==> config.mk <==
export PLATFORM = sky130hd
export DESIGN_NAME = sdhc_top
export DESIGN_NICKNAME = d
export VERILOG_FILES = /design/src/source/sdhc_cmd_pkg.sv /design/src/source/sdhc_reg_pkg.sv /design/src/source/sdhc_top.sv /design/src/source/sdhc_cmd_engine.sv /design/src/source/sdhc_clk_div.sv /design/src/source/sdhc_regs.sv
export SDC_FILE = /design/constraint.sdc
export NUM_CORES = 1
export LEC_CHECK = 0
export BUFFER_PORTS_ARGS = -buffer_cell sky130_fd_sc_hd__buf_2
export CAP_MARGIN = 20
export CELL_PAD_IN_SITES_DETAIL_PLACEMENT = 1
export CELL_PAD_IN_SITES_GLOBAL_PLACEMENT = 1
export CORE_MARGIN = 2
export CORE_UTILIZATION = 32
export DETAILED_ROUTE_END_ITERATION = 8
export PLACE_DENSITY_LB_ADDON = 0.12
export SLEW_MARGIN = 20
export SYNTH_ARGS = -nofsm -noshare
export SYNTH_HDL_FRONTEND = slang
export SYNTH_SLANG_ARGS = --single-unit
==> constraint.sdc <==
create_clock -name clk_i -period 8.77 [get_ports clk_i]
set_input_delay 1.754 -clock clk_i [delete_from_list [all_inputs] [get_ports clk_i]]
set_output_delay 1.754 -clock clk_i [all_outputs]
set_load 0.03 [all_outputs]
==> src/source/sdhc_cmd_pkg.sv <==
// ======================================
// SD command frame layout and CRC7 step
// ======================================
package sdhc_cmd_pkg;

  localparam int FRAME_BITS  = 48;
  localparam int INDEX_BITS  = 6;
  localparam int CRC_BITS    = 7;
  localparam int CRC_FIRST   = FRAME_BITS - CRC_BITS - 1;  // Bits before the CRC field
  localparam int END_BIT_POS = FRAME_BITS - 1;

  localparam logic START_BIT = 1'b0;
  localparam logic END_BIT   = 1'b1;
  localparam logic DIR_HOST  = 1'b1;  // Transmission bit, host to card

  typedef logic [INDEX_BITS-1:0] cmd_index_t;
  typedef logic [CRC_BITS-1:0]   crc7_t;

  // x^7 + x^3 + 1, top term implied
  localparam crc7_t CRC7_POLY = 7'h09;

  // Shifts one frame bit through the CRC7 register
  function automatic crc7_t crc7_next(crc7_t crc, logic bit_in);
    logic  fb;
    crc7_t shifted;
    fb      = crc[CRC_BITS-1] ^ bit_in;
    shifted = {crc[CRC_BITS-2:0], 1'b0};
    if (fb) begin
      shifted = shifted ^ CRC7_POLY;
    end
    return shifted;
  endfunction

endpackage

==> src/source/sdhc_reg_pkg.sv <==
// ======================================
// Register map of the SD host controller
// Addresses, field positions, bus types
// ======================================
package sdhc_reg_pkg;

  localparam int REG_ADDR_BITS = 3;
  localparam int REG_DATA_BITS = 32;

  typedef logic [REG_ADDR_BITS-1:0] reg_addr_t;
  typedef logic [REG_DATA_BITS-1:0] reg_data_t;

  localparam reg_addr_t ADDR_ARGUMENT   = 3'd0;
  localparam reg_addr_t ADDR_COMMAND    = 3'd1;
  localparam reg_addr_t ADDR_RESPONSE   = 3'd2;
  localparam reg_addr_t ADDR_CLOCK_CTRL = 3'd3;
  localparam reg_addr_t ADDR_SOFT_RESET = 3'd4;
  localparam reg_addr_t ADDR_INT_STATUS = 3'd5;
  localparam reg_addr_t ADDR_INT_ENABLE = 3'd6;
  localparam reg_addr_t ADDR_PRESENT    = 3'd7;

  localparam int CMD_INDEX_LSB   = 0;
  localparam int CMD_RESP_EN_BIT = 8;

  localparam int CLK_DIV_LSB    = 0;
  localparam int CLK_EN_BIT     = 8;
  localparam int CLK_STABLE_BIT = 9;  // Read only

  localparam int SOFT_RST_CMD_BIT = 0;

  localparam int INT_CMD_COMPLETE = 0;
  localparam int INT_TIMEOUT      = 1;
  localparam int INT_CRC          = 2;
  localparam int INT_END_BIT      = 3;
  localparam int INT_INDEX        = 4;
  localparam int INT_BITS         = 5;

  localparam int PRESENT_INHIBIT_BIT = 0;

  // One flag per response error kind
  localparam int ERR_TIMEOUT = 0;
  localparam int ERR_CRC     = 1;
  localparam int ERR_END_BIT = 2;
  localparam int ERR_INDEX   = 3;
  localparam int ERR_BITS    = 4;

  typedef logic [ERR_BITS-1:0] cmd_err_t;

endpackage
==> src/source/sdhc_top.sv <==
// ======================================
// SD host controller, command line only
// ======================================
`timescale 1ns/10ps

module sdhc_top
  import sdhc_reg_pkg::*;
  import sdhc_cmd_pkg::*;
#(
  parameter int DivWidth    = 8,
  parameter int RespTimeout = 64
) (
  input  logic      clk_i,
  input  logic      software_reset_cmd_q,
  input  logic      reg_we_i,
  input  logic      reg_re_i,
  input  reg_addr_t reg_addr_i,
  input  reg_data_t reg_wdata_i,
  output reg_data_t reg_rdata_o,
  output logic      reg_rvalid_o,
  output logic      sd_clk_o,
  output logic      sd_cmd_o,
  output logic      sd_cmd_oe_o,
  input  logic      sd_cmd_i,
  output logic      interrupt_o
);

  logic                soft_rst_cmd;
  logic                soft_rst_cmd_q;
  logic                cmd_line_rst;
  logic                cmd_start;
  logic                resp_en;
  logic                clk_en;
  logic                sd_rise;
  logic                sd_fall;
  logic                sd_stable;
  logic                cmd_busy;
  logic                cmd_done;
  logic [DivWidth-1:0] div;
  cmd_index_t          cmd_index;
  reg_data_t           cmd_arg;
  reg_data_t           resp_status;
  cmd_err_t            cmd_err;

  always_ff @(posedge clk_i) begin
    if (software_reset_cmd_q) begin
      soft_rst_cmd_q <= 1'b0;
    end else begin
      soft_rst_cmd_q <= soft_rst_cmd;
    end
  end

  assign cmd_line_rst = software_reset_cmd_q | soft_rst_cmd_q;  // Engine only

  sdhc_regs #(
    .DivWidth (DivWidth)
  ) i_regs (
    .clk_i,
    .software_reset_cmd_q,
    .reg_we_i,
    .reg_re_i,
    .reg_addr_i,
    .reg_wdata_i,
    .reg_rdata_o,
    .reg_rvalid_o,
    .sd_stable_i    (sd_stable),
    .cmd_busy_i     (cmd_busy),
    .cmd_done_i     (cmd_done),
    .cmd_err_i      (cmd_err),
    .resp_status_i  (resp_status),
    .cmd_start_o    (cmd_start),
    .cmd_index_o    (cmd_index),
    .cmd_arg_o      (cmd_arg),
    .resp_en_o      (resp_en),
    .div_o          (div),
    .clk_en_o       (clk_en),
    .soft_rst_cmd_o (soft_rst_cmd),
    .interrupt_o
  );

  sdhc_clk_div #(
    .DivWidth (DivWidth)
  ) i_clk_div (
    .clk_i,
    .software_reset_cmd_q,
    .div_i       (div),
    .clk_en_i    (clk_en),
    .sd_clk_o,
    .sd_rise_o   (sd_rise),
    .sd_fall_o   (sd_fall),
    .sd_stable_o (sd_stable)
  );

  sdhc_cmd_engine #(
    .RespTimeout (RespTimeout)
  ) i_cmd_engine (
    .clk_i,
    .cmd_line_rst_i (cmd_line_rst),
    .sd_rise_i      (sd_rise),
    .sd_fall_i      (sd_fall),
    .cmd_start_i    (cmd_start),
    .cmd_index_i    (cmd_index),
    .cmd_arg_i      (cmd_arg),
    .resp_en_i      (resp_en),
    .sd_cmd_i,
    .sd_cmd_o,
    .sd_cmd_oe_o,
    .cmd_busy_o     (cmd_busy),
    .cmd_done_o     (cmd_done),
    .cmd_err_o      (cmd_err),
    .resp_status_o  (resp_status)
  );

endmodule

==> src/source/sdhc_cmd_engine.sv <==
// ======================================
// CMD line engine: 48-bit send/receive
// CRC7 generation and response checks
// ======================================
`timescale 1ns/10ps

module sdhc_cmd_engine
  import sdhc_reg_pkg::*;
  import sdhc_cmd_pkg::*;
#(
  parameter int RespTimeout = 64
) (
  input  logic       clk_i,
  input  logic       cmd_line_rst_i,
  input  logic       sd_rise_i,
  input  logic       sd_fall_i,
  input  logic       cmd_start_i,
  input  cmd_index_t cmd_index_i,
  input  reg_data_t  cmd_arg_i,
  input  logic       resp_en_i,
  input  logic       sd_cmd_i,
  output logic       sd_cmd_o,
  output logic       sd_cmd_oe_o,
  output logic       cmd_busy_o,
  output logic       cmd_done_o,
  output cmd_err_t   cmd_err_o,
  output reg_data_t  resp_status_o
);

  localparam int CntWidth = $clog2(FRAME_BITS + 1);
  localparam int ToWidth  = $clog2(RespTimeout + 1);
  localparam int RxBits   = FRAME_BITS - 2;  // Frame minus start and end bit

  typedef enum logic [2:0] {
    ST_IDLE,
    ST_SEND,
    ST_WAIT,
    ST_RECV,
    ST_DONE
  } state_e;

  state_e               state_q;
  logic [CntWidth-1:0]  bit_cnt_q;
  logic [ToWidth-1:0]   wait_cnt_q;
  logic                 resp_en_q;
  logic [CRC_FIRST-1:0] tx_shift_q;
  logic [RxBits-1:0]    rx_shift_q;
  cmd_index_t           sent_index_q;
  crc7_t                crc_q;
  logic                 tx_bit;
  logic                 start_cmd;
  logic                 send_bit;
  logic                 resp_start;
  logic                 recv_bit;
  logic                 crc_covered;
  cmd_index_t           rx_index;
  crc7_t                rx_crc;

  assign start_cmd   = (state_q == ST_IDLE) && cmd_start_i;
  assign send_bit    = (state_q == ST_SEND) && sd_fall_i && (bit_cnt_q < CntWidth'(FRAME_BITS));
  assign resp_start  = (state_q == ST_WAIT) && sd_rise_i && (sd_cmd_i == START_BIT);
  assign recv_bit    = (state_q == ST_RECV) && sd_rise_i;
  assign crc_covered = bit_cnt_q < CntWidth'(CRC_FIRST);

  // Fields of the response, valid once the end bit arrives
  assign rx_index = rx_shift_q[RxBits-2 -: INDEX_BITS];
  assign rx_crc   = rx_shift_q[CRC_BITS-1:0];

  always_comb begin
    if (crc_covered) begin
      tx_bit = tx_shift_q[CRC_FIRST-1];
    end else if (bit_cnt_q < CntWidth'(END_BIT_POS)) begin
      tx_bit = crc_q[CRC_BITS-1];
    end else begin
      tx_bit = END_BIT;
    end
  end

  // Frame data and CRC, shared by both directions
  always_ff @(posedge clk_i) begin
    if (start_cmd) begin
      tx_shift_q   <= {START_BIT, DIR_HOST, cmd_index_i, cmd_arg_i};
      sent_index_q <= cmd_index_i;
      crc_q        <= '0;
    end else if (send_bit) begin
      tx_shift_q <= tx_shift_q << 1;
      crc_q      <= crc_covered ? crc7_next(crc_q, tx_bit) : crc_q << 1;
    end else if (resp_start) begin
      crc_q <= crc7_next('0, START_BIT);
    end else if (recv_bit) begin
      rx_shift_q <= {rx_shift_q[RxBits-2:0], sd_cmd_i};
      if (crc_covered) begin
        crc_q <= crc7_next(crc_q, sd_cmd_i);
      end
      if (bit_cnt_q == CntWidth'(END_BIT_POS)) begin
        resp_status_o <= rx_shift_q[CRC_BITS +: $bits(reg_data_t)];
      end
    end
  end

  always_ff @(posedge clk_i) begin
    if (cmd_line_rst_i) begin
      state_q     <= ST_IDLE;
      bit_cnt_q   <= '0;
      wait_cnt_q  <= '0;
      resp_en_q   <= 1'b0;
      sd_cmd_o    <= 1'b1;
      sd_cmd_oe_o <= 1'b0;
      cmd_err_o   <= '0;
    end else begin
      case (state_q)
        ST_IDLE: begin
          if (start_cmd) begin
            state_q   <= ST_SEND;
            bit_cnt_q <= '0;
            resp_en_q <= resp_en_i;
            cmd_err_o <= '0;
          end
        end
        ST_SEND: begin
          if (send_bit) begin
            sd_cmd_oe_o <= 1'b1;
            sd_cmd_o    <= tx_bit;
            bit_cnt_q   <= bit_cnt_q + 1'b1;
          end else if (sd_fall_i) begin
            // End bit has been on the line for a full SD clock
            sd_cmd_oe_o <= 1'b0;
            wait_cnt_q  <= '0;
            state_q     <= resp_en_q ? ST_WAIT : ST_DONE;
          end
        end
        ST_WAIT: begin
          if (resp_start) begin
            bit_cnt_q <= CntWidth'(1);  // Start bit already taken
            state_q   <= ST_RECV;
          end else if (sd_rise_i) begin
            if (wait_cnt_q == ToWidth'(RespTimeout - 1)) begin
              cmd_err_o[ERR_TIMEOUT] <= 1'b1;
              state_q                <= ST_DONE;
            end else begin
              wait_cnt_q <= wait_cnt_q + 1'b1;
            end
          end
        end
        ST_RECV: begin
          if (recv_bit) begin
            bit_cnt_q <= bit_cnt_q + 1'b1;
            if (bit_cnt_q == CntWidth'(END_BIT_POS)) begin
              cmd_err_o[ERR_CRC]     <= rx_crc != crc_q;
              cmd_err_o[ERR_END_BIT] <= sd_cmd_i != END_BIT;
              cmd_err_o[ERR_INDEX]   <= rx_index != sent_index_q;  // Echo must match
              state_q                <= ST_DONE;
            end
          end
        end
        ST_DONE: state_q <= ST_IDLE;
        default: state_q <= ST_IDLE;
      endcase
    end
  end

  assign cmd_busy_o = (state_q != ST_IDLE);
  assign cmd_done_o = (state_q == ST_DONE);

endmodule

==> src/source/sdhc_clk_div.sv <==
// ======================================
// SD clock divider with edge strobes
// ======================================
`timescale 1ns/10ps

module sdhc_clk_div #(
  parameter int DivWidth = 8
) (
  input  logic                clk_i,
  input  logic                software_reset_cmd_q,
  input  logic [DivWidth-1:0] div_i,
  input  logic                clk_en_i,
  output logic                sd_clk_o,
  output logic                sd_rise_o,
  output logic                sd_fall_o,
  output logic                sd_stable_o
);

  logic [DivWidth-1:0] cnt_q;
  logic                tick;

  // Strobes mark the clk_i cycle that ends with the SD clock edge
  assign tick      = clk_en_i && (cnt_q >= div_i);
  assign sd_rise_o = tick && !sd_clk_o;
  assign sd_fall_o = tick && sd_clk_o;

  always_ff @(posedge clk_i) begin
    if (software_reset_cmd_q) begin
      cnt_q       <= '0;
      sd_clk_o    <= 1'b0;
      sd_stable_o <= 1'b0;
    end else begin
      sd_stable_o <= clk_en_i;
      if (!clk_en_i) begin
        cnt_q    <= '0;
        sd_clk_o <= 1'b0;  // Parked low
      end else if (tick) begin
        cnt_q    <= '0;
        sd_clk_o <= !sd_clk_o;
      end else begin
        cnt_q <= cnt_q + 1'b1;
      end
    end
  end

endmodule

==> src/source/sdhc_regs.sv <==
// ======================================
// Register file, interrupt status/enable
// Command start, inhibit and soft reset
// ======================================
`timescale 1ns/10ps

module sdhc_regs
  import sdhc_reg_pkg::*;
  import sdhc_cmd_pkg::*;
#(
  parameter int DivWidth = 8
) (
  input  logic                clk_i,
  input  logic                software_reset_cmd_q,
  input  logic                reg_we_i,
  input  logic                reg_re_i,
  input  reg_addr_t           reg_addr_i,
  input  reg_data_t           reg_wdata_i,
  output reg_data_t           reg_rdata_o,
  output logic                reg_rvalid_o,
  input  logic                sd_stable_i,
  input  logic                cmd_busy_i,
  input  logic                cmd_done_i,
  input  cmd_err_t            cmd_err_i,
  input  reg_data_t           resp_status_i,
  output logic                cmd_start_o,
  output cmd_index_t          cmd_index_o,
  output reg_data_t           cmd_arg_o,
  output logic                resp_en_o,
  output logic [DivWidth-1:0] div_o,
  output logic                clk_en_o,
  output logic                soft_rst_cmd_o,
  output logic                interrupt_o
);

  logic [INT_BITS-1:0] int_status_q;
  logic [INT_BITS-1:0] int_enable_q;
  logic [INT_BITS-1:0] int_set;
  logic [INT_BITS-1:0] int_clr;
  logic                inhibit;
  logic                wr_command;
  logic                wr_soft_rst;
  reg_data_t           rdata;

  // Pending start or soft reset counts as busy
  assign inhibit = cmd_busy_i | cmd_start_o | soft_rst_cmd_o;

  assign wr_command  = reg_we_i && (reg_addr_i == ADDR_COMMAND);
  assign wr_soft_rst = reg_we_i && (reg_addr_i == ADDR_SOFT_RESET);
  assign int_clr     = (reg_we_i && (reg_addr_i == ADDR_INT_STATUS)) ?
                       reg_wdata_i[INT_BITS-1:0] : '0;

  always_comb begin
    int_set = '0;
    if (cmd_done_i) begin
      int_set[INT_CMD_COMPLETE] = !cmd_err_i[ERR_TIMEOUT];
      int_set[INT_TIMEOUT]      = cmd_err_i[ERR_TIMEOUT];
      int_set[INT_CRC]          = cmd_err_i[ERR_CRC];
      int_set[INT_END_BIT]      = cmd_err_i[ERR_END_BIT];
      int_set[INT_INDEX]        = cmd_err_i[ERR_INDEX];
    end
  end

  always_ff @(posedge clk_i) begin
    if (software_reset_cmd_q) begin
      cmd_arg_o    <= '0;
      cmd_index_o  <= '0;
      resp_en_o    <= 1'b0;
      div_o        <= '0;
      clk_en_o     <= 1'b0;
      int_enable_q <= '0;
    end else if (reg_we_i) begin
      case (reg_addr_i)
        ADDR_ARGUMENT: cmd_arg_o <= reg_wdata_i;
        ADDR_COMMAND: begin
          if (!inhibit) begin  // Dropped while a command runs
            cmd_index_o <= reg_wdata_i[CMD_INDEX_LSB +: INDEX_BITS];
            resp_en_o   <= reg_wdata_i[CMD_RESP_EN_BIT];
          end
        end
        ADDR_CLOCK_CTRL: begin
          div_o    <= reg_wdata_i[CLK_DIV_LSB +: DivWidth];
          clk_en_o <= reg_wdata_i[CLK_EN_BIT];
        end
        ADDR_INT_ENABLE: int_enable_q <= reg_wdata_i[INT_BITS-1:0];
        default: ;
      endcase
    end
  end

  always_ff @(posedge clk_i) begin
    if (software_reset_cmd_q) begin
      cmd_start_o    <= 1'b0;
      soft_rst_cmd_o <= 1'b0;
      int_status_q   <= '0;
      interrupt_o    <= 1'b0;
      reg_rvalid_o   <= 1'b0;
    end else begin
      cmd_start_o    <= wr_command && !inhibit;
      // One-cycle pulse, also fired by a response timeout
      soft_rst_cmd_o <= (wr_soft_rst && reg_wdata_i[SOFT_RST_CMD_BIT]) || int_set[INT_TIMEOUT];
      int_status_q   <= (int_status_q & ~int_clr) | int_set;  // Set wins over W1C
      interrupt_o    <= |(int_status_q & int_enable_q);
      reg_rvalid_o   <= reg_re_i;
    end
  end

  always_comb begin
    rdata = '0;
    case (reg_addr_i)
      ADDR_ARGUMENT: rdata = cmd_arg_o;
      ADDR_COMMAND: begin
        rdata[CMD_INDEX_LSB +: INDEX_BITS] = cmd_index_o;
        rdata[CMD_RESP_EN_BIT]             = resp_en_o;
      end
      ADDR_RESPONSE: rdata = resp_status_i;
      ADDR_CLOCK_CTRL: begin
        rdata[CLK_DIV_LSB +: DivWidth] = div_o;
        rdata[CLK_EN_BIT]              = clk_en_o;
        rdata[CLK_STABLE_BIT]          = sd_stable_i;
      end
      ADDR_SOFT_RESET: rdata[SOFT_RST_CMD_BIT]    = soft_rst_cmd_o;
      ADDR_INT_STATUS: rdata[INT_BITS-1:0]        = int_status_q;
      ADDR_INT_ENABLE: rdata[INT_BITS-1:0]        = int_enable_q;
      ADDR_PRESENT:    rdata[PRESENT_INHIBIT_BIT] = inhibit;
      default:         rdata = '0;
    endcase
  end

  always_ff @(posedge clk_i) begin
    if (reg_re_i) begin
      reg_rdata_o <= rdata;
    end
  end

endmodule

After elaboration in Yosys (flattened, before gate mapping)
Index checks and enable logic that the tools add are counted.
W data, S select, Z words.
{"block": "word_totals", "out_inout_bits": 37, "register_bits": 258, "elab_cells": 179}
{"block": "classes", "n_addsub": 3, "n_reduce_logical": 47, "n_eq_ne": 28, "bitwise": 16, "order_cmp": 4, "muxes": 51}
{"operator": "$mux W38", "n": 2}
{"operator": "$mux W7", "n": 9}
{"operator": "$pmux W22 S2", "n": 1}
{"operator": "$mux W3", "n": 11}
{"operator": "$mux W6", "n": 4}
{"operator": "$pmux W4 S6", "n": 1}
{"operator": "$pmux W6 S4", "n": 1}
{"operator": "$lt A6 B6 Y1 const B", "n": 3}
{"operator": "$mux W4", "n": 4}
{"operator": "$eq A3 B3 Y1 const B", "n": 5}
{"operator": "$reduce_and A5 Y1", "n": 3}
{"operator": "$logic_and A1 B1 Y1", "n": 14}
{"operator": "$pmux W7 S2", "n": 1}
{"operator": "$reduce_and A2 Y1", "n": 7}
{"operator": "$eq A3 B2 Y1 const B", "n": 4}
{"operator": "$ne A2 B1 Y1 const B", "n": 6}
{"operator": "$pmux W3 S4", "n": 1}
{"operator": "$and A5 B5 Y5", "n": 2}
{"operator": "$mux W5", "n": 2}
{"operator": "$ne A2 B2 Y1 const B", "n": 5}
{"operator": "$reduce_bool A2 Y1", "n": 5}
{"operator": "$reduce_bool A3 Y1", "n": 3}
{"operator": "$add A8 B1 Y8 const B", "n": 1}
{"operator": "$ge A8 B8 Y1", "n": 1}
{"operator": "other kinds (33)", "n": 53}

Logic depth before layout (Yosys ltp)
{"block": "logic_depth", "word_depth": 7, "ltp_mapped": 9, "mapped_depth_nobuf": 8}

By module
From an unflattened synthesis, not the netlist that was laid out.
{"block": "unflattened", "cells_unflattened": 934, "area_unflattened_um2": 10661.5}
{"module": "sdhc_cmd_engine", "cells_per_inst": 470, "seq_area_each_um2": 4274.1, "area_each_um2": 5987.0, "instances": 1}
{"module": "sdhc_regs", "cells_per_inst": 389, "seq_area_each_um2": 2202.1, "area_each_um2": 3962.6, "instances": 1}
{"module": "sdhc_clk_div", "cells_per_inst": 72, "seq_area_each_um2": 200.2, "area_each_um2": 676.9, "instances": 1}
{"module": "sdhc_top", "cells_per_inst": 3, "seq_area_each_um2": 20.0, "area_each_um2": 35.0, "instances": 1}

Worst setup path before layout
OpenSTA, ideal clock, no wires.
{"block": "synth_timing", "kind": "register -> register", "startpoint": "reg i_regs.div_o[7]", "endpoint": "reg i_cmd_engine.tx_shift_q[0] (enable)", "slack_ns": 4.080, "synth_period_minus_slack_ns": 4.690, "t_arrival_ns": 4.204, "path_stages_with_launch": 9, "setup_time_ns": 0.486, "cell_sequence": "dfxtp_1 inv_1 ha_1 and3_4 nand2_2 a21o_1 buf_6 a21bo_2 o21ai_0"}
{"block": "synth_between", "elab_chain_cells": 6}
{"element": "start: declaration", "line_no": "sdhc_regs.sv:30", "text": "output logic [DivWidth-1:0] div_o,"}
{"element": "start signal: assignment", "line_no": "sdhc_regs.sv:82", "text": "div_o <= reg_wdata_i[CLK_DIV_LSB +: DivWidth];"}
{"element": "$ge A8 B8 Y1", "line_no": "sdhc_clk_div.sv:23", "text": "assign tick = clk_en_i && (cnt_q >= div_i);"}
{"element": "$logic_and A1 B1 Y1", "line_no": "sdhc_clk_div.sv:23"}
{"element": "$logic_and A1 B1 Y1", "line_no": "sdhc_clk_div.sv:25", "text": "assign sd_fall_o = tick && sd_clk_o;"}
{"element": "$logic_and A1 B1 Y1 (2 in series)", "line_no": "sdhc_cmd_engine.sv:60", "text": "assign send_bit = (state_q == ST_SEND) && sd_fall_i && (bit_cnt_q < CntWidth'(FRAME_BITS));"}
{"element": "$reduce_bool A2 Y1 (no source line)"}
{"element": "end signal: assignment", "line_no": "sdhc_cmd_engine.sv:82", "text": "tx_shift_q <= {START_BIT, DIR_HOST, cmd_index_i, cmd_arg_i};"}
{"element": "end signal: assignment", "line_no": "sdhc_cmd_engine.sv:86", "text": "tx_shift_q <= tx_shift_q << 1;"}
{"element": "end: declaration", "line_no": "sdhc_cmd_engine.sv:46", "text": "logic [CRC_FIRST-1:0] tx_shift_q;"}
No other way between the ends.
A chain may end at the register's enable or synchronous reset.

Worst setup path after layout
{"block": "layout_timing", "startpoint": "reg i_clk_div.sd_clk_o", "endpoint": "out sd_clk_o"}
{"element": "start: declaration", "line_no": "sdhc_clk_div.sv:13", "text": "output logic sd_clk_o,"}
{"element": "start signal: assignment", "line_no": "sdhc_clk_div.sv:39", "text": "sd_clk_o <= !sd_clk_o;"}
{"element": "end: declaration", "line_no": "sdhc_top.sv:21", "text": "output logic sd_clk_o,"}
No word-level cell between the ends.

==> results.md <==
* Vertical extent of the die at ~180 um
* Overflow left after global routing at 0
* Final Max Slew Viols at 0
* Most used cells in the layout excluding fill and tap cells: 235 x sky130_fd_sc_hd__nand2_1, 153 x sky130_fd_sc_hd__edfxtp_1, 105 x sky130_fd_sc_hd__dfxtp_1, 76 x sky130_fd_sc_hd__buf_2, 69 x sky130_fd_sc_hd__a21oi_1
* X dimension of the die at approximately 180 um
* Total vias in the final route at approximately 7000
* First drt pass iteration count at 4
* Starting utilization of the core area at 32.2%
* Number of ports placed on the die boundary at 77
* Commonest non-fill, non-tap cell in the layout: sky130_fd_sc_hd__nand2_1
* Outcome: complete, no violations
* Critical Path Slowest Stage Cell: sky130_fd_sc_hd__dfxtp_1
* Final cycle utilization of the critical path at a little over a third
* Critical path cell sequence: buf_2
* Global-route wire length before repair at 42.7 mm
* Wire length per cell after detailed routing at about 19 um
* Final weighted congestion in routability-driven placement at 0.771
* Worst Path Arrival at 1.46 ns
* Register-to-register setup slack at just under 6 ns
* Type of the worst setup path: register to primary output
* Maximum number of pins on one net before global-route repair at 67
* Cells after Synth at slightly above 900
* Via count normalized by instance count at ~5
* Nets in the synthesized netlist at between 900 and 1000
* Fin cells at 1450
* Total number of nets in the final design at between 1000 and 1500
* TritonCTS buffer count at 29
* HPWL after detailed placement at 18.2 mm
* Instance area after placement at 11300 um2
* Insertion delay of the later-clocked pin in the worst-skew pair at roughly 0.55 ns
* Post-route design area at ~12000 um2
* Fraction of registers with async set or reset after synthesis at 0%
* Count of input and output buffers at 76
* Net switching component of the power at 624 uW
* Path class of the lowest-slack min-delay path: register to register
* Post-Route Setup TNS at 0 ns
* Delay contributed by the slowest stage of the critical path at around 0.62 ns
* Setup skew after layout at ~0.0097 ns
* Count of buffering cells on the critical path with inverters included at 1
* Slew at the pin closest to its max-slew limit at approximately 0.95 ns
* Synthesized area per cell at approximately 11 um2
* Unrepaired setup endpoints after global routing: no
* Type of origin of the critical path: register
* Depth of the worst register-to-register path at 7
* Relative slew slack at ~37%
* # Max-Cap Violations at 0
* Static Leakage at between 4 and 5 nW
* Maximum count of clock buffers along a single path at 3
* Number of hold-slack violations in the final timing report at 0
* First-iteration detailed-routing DRC count at 403
* Clk Tree Root Cell: sky130_fd_sc_hd__clkbuf_16
* Number of enable-type register cells in the synthesized netlist at about 150
* Ratio of total power to cell area at 216 nW/um2
* Combinational share of power at roughly 6.5%
* FF-to-FF Start: i_cmd_engine.state_q[0]
* Core region area at approximately 32000 um2
* Synth Cell Area at 10400 um2
* Power Internal at approximately 2 mW
* Power share of the sequential group at between 50 and 60%
* Sort of element at the end of the critical path: primary output
* Level count of the clock H-tree at 1
* Remaining antenna violation count at 0
* Number of synthesized register bits at 258
* Reg-to-Reg End: i_cmd_engine.crc_q[1]
* # Post-CTS Setup Buffers at 0
* Clock tree sinks at 258
* Initial antenna violation count at 0
* Share of cells above drive strength 1 at between 10% and 20%
* Source of the worst hold timing path: i_cmd_engine.wait_cnt_q[6]
* Post-CTS Resized at 0
* Total die area at 34000 um2
* Family of cells with the greatest summed delay on the critical path: flip-flops
* Achievable frequency at about 0.31 GHz
* Count of yosys warnings during synthesis at 0
* Yosys top cell by area: sky130_fd_sc_hd__edfxtp_1
* Share of Yosys cell area claimed by the top area cell type at roughly 44%
* Maximum vdd drop at between 0.0001 and 0.00015 V
* Remaining routing DRC violations at 0
* Clock period minus worst slack at 3.21 ns
* Final setup violation count at 0
* Most common flop cell mapped by yosys: sky130_fd_sc_hd__edfxtp_1
* Count of unique library cells instantiated by Yosys at between 60 and 70
* CTS Hold Buffers Added at 0
* Leading cell types by total area after synthesis: sky130_fd_sc_hd__edfxtp_1 44%, sky130_fd_sc_hd__dfxtp_1 20%, sky130_fd_sc_hd__nand2_1 8.5%
* Aggregate routed wire length at 27.2 mm
* Switching portion of total power at about a quarter
* Total placed cells including tap cells at about 1400
* CTS tree: built
* Via count of the first global-routing pass at 7199
* Crit path max fanout at 12
* Sequential area share after synthesis at between 60% and 70%
* Worst hold path endpoint: i_cmd_engine.wait_cnt_q[6]
* Antenna cell count at 0
* Worst endpoint required time at 7.02 ns
* Clock Power Share at between 40% and 50%
* Clock-pin slew on the worst setup and hold paths at 0.07 ns
* Area growth, synth to finish at 16.7%
* Worst hold stages at 2
* Total routing resource utilization after global routing at around 16%
* Placement row count at 66
==> sequential cells by signal, indices dropped and copies added (netlist names), 5 cells and up <==
register / count
i_regs.reg_rdata_o: 32
i_clk_div.cnt_q: 8
i_regs.cmd_index_o: 6
i_regs.div_o: 8
i_cmd_engine.tx_shift_q: 40
i_regs.cmd_arg_o: 32
i_regs.int_enable_q: 5
i_cmd_engine.wait_cnt_q: 7
i_cmd_engine.bit_cnt_q: 6
i_cmd_engine.crc_q: 7
i_cmd_engine.sent_index_q: 6
i_cmd_engine.rx_shift_q: 45
i_cmd_engine.resp_status_o: 32
i_regs.int_status_q: 5
==> per-layer routing <==
metal	global-route usage (%)	wire [um]	share of wire, %
met5	0	0	0
met1	21.8	12700	47
met4	3.36	389	1.4
met3	2.53	1080	4.0
met2	27.6	13000	48
==> synthesized netlist by cell type (3+ instances only) <==
master,number
sky130_fd_sc_hd__a211oi_1,5
sky130_fd_sc_hd__nand3_1,20
sky130_fd_sc_hd__nor2_1,34
sky130_fd_sc_hd__nand2_1,235
sky130_fd_sc_hd__nor4_1,3
sky130_fd_sc_hd__a21oi_1,69
sky130_fd_sc_hd__clkbuf_1,25
sky130_fd_sc_hd__nand2b_1,8
sky130_fd_sc_hd__mux2i_1,17
sky130_fd_sc_hd__o21ai_0,17
sky130_fd_sc_hd__ha_1,11
sky130_fd_sc_hd__a31oi_1,4
sky130_fd_sc_hd__o211ai_1,5
sky130_fd_sc_hd__a21o_1,4
sky130_fd_sc_hd__inv_1,17
sky130_fd_sc_hd__nor2b_1,11
sky130_fd_sc_hd__and3_1,5
sky130_fd_sc_hd__buf_2,12
sky130_fd_sc_hd__or3_1,5
sky130_fd_sc_hd__xnor2_1,14
sky130_fd_sc_hd__a21oi_2,3
sky130_fd_sc_hd__mux2_2,3
sky130_fd_sc_hd__dfxtp_1,105
sky130_fd_sc_hd__or2_2,3
sky130_fd_sc_hd__o31ai_2,3
sky130_fd_sc_hd__o211a_1,3
sky130_fd_sc_hd__xor2_1,7
sky130_fd_sc_hd__edfxtp_1,153
sky130_fd_sc_hd__a22o_1,27
sky130_fd_sc_hd__nor3_1,14
sky130_fd_sc_hd__buf_1,7
sky130_fd_sc_hd__a22oi_1,11
sky130_fd_sc_hd__and2_1,3
sky130_fd_sc_hd__mux4_2,6
sky130_fd_sc_hd__nand4_1,3
==> layout make-up <==
class,count,area (um2)
clock buffers,39,813
clock inverters,15,75.1
fillers,3548,20100
inverters,17,63.8
multi-input cells,591,3470
flip-flops and latches,258,6700
well taps,442,553
repair buffers,88,470
==> cells by family after synthesis <==
kind of cell / count (synthesis) / synth area share [%]
AND/OR/NAND/NOR: 356 / 15.0
flip-flops: 258 / 64.3
AO/OA/AOI/OAI: 177 / 11.8
buffers and inverters: 63 / 2.52
multiplexers: 26 / 3.26
XOR/XNOR: 21 / 1.77
adder cells (fa/ha/maj): 11 / 1.32
==> worst max path at each step <==
| stage | start | to | slack [ns] | depth (start not counted) |
|---|---|---|---|---|
| finish | i_clk_div.sd_clk_o | sd_clk_o | 5.56 | 1 |
| global route | reg_addr_i[2] | i_regs.cmd_arg_o[29] | 5.43 | 6 |
| CTS | i_clk_div.sd_clk_o | sd_clk_o | 5.53 | 1 |
| detailed placement | reg_addr_i[1] | i_regs.cmd_arg_o[3] | 4.98 | 6 |
| global placement | reg_addr_i[1] | i_regs.cmd_arg_o[4] | 5.02 | 6 |
| floorplan | i_regs.div_o[7] | i_cmd_engine.tx_shift_q[0] | 4.08 | 8 |
==> metrics by stage <==
step / hold WS (ns) / power (mW) / setup WS (ns) / utilization, %
floorplan: 0.407 / 1.46 / 4.08 / -
global placement: 0.428 / 1.52 / 5.02 / 34.9
detailed placement: 0.426 / 1.52 / 4.98 / 34.9
CTS: 0.435 / 2.67 / 5.53 / 37.6
global route: 0.455 / 2.74 / 5.43 / 37.6
finish: 0.431 / 2.63 / 5.56 / 37.6
==> power groups by stage <==
stage               Combinational [mW]  Clock [mW]  Sequential [mW]
finish                           0.171        1.13             1.32
floorplan                        0.102           0             1.35
CTS                              0.174        1.18             1.32
global route                     0.189        1.23             1.33
detailed placement               0.173           0             1.35
global placement                 0.171           0             1.35
Note: power is estimated with default switching activity, not from simulation.
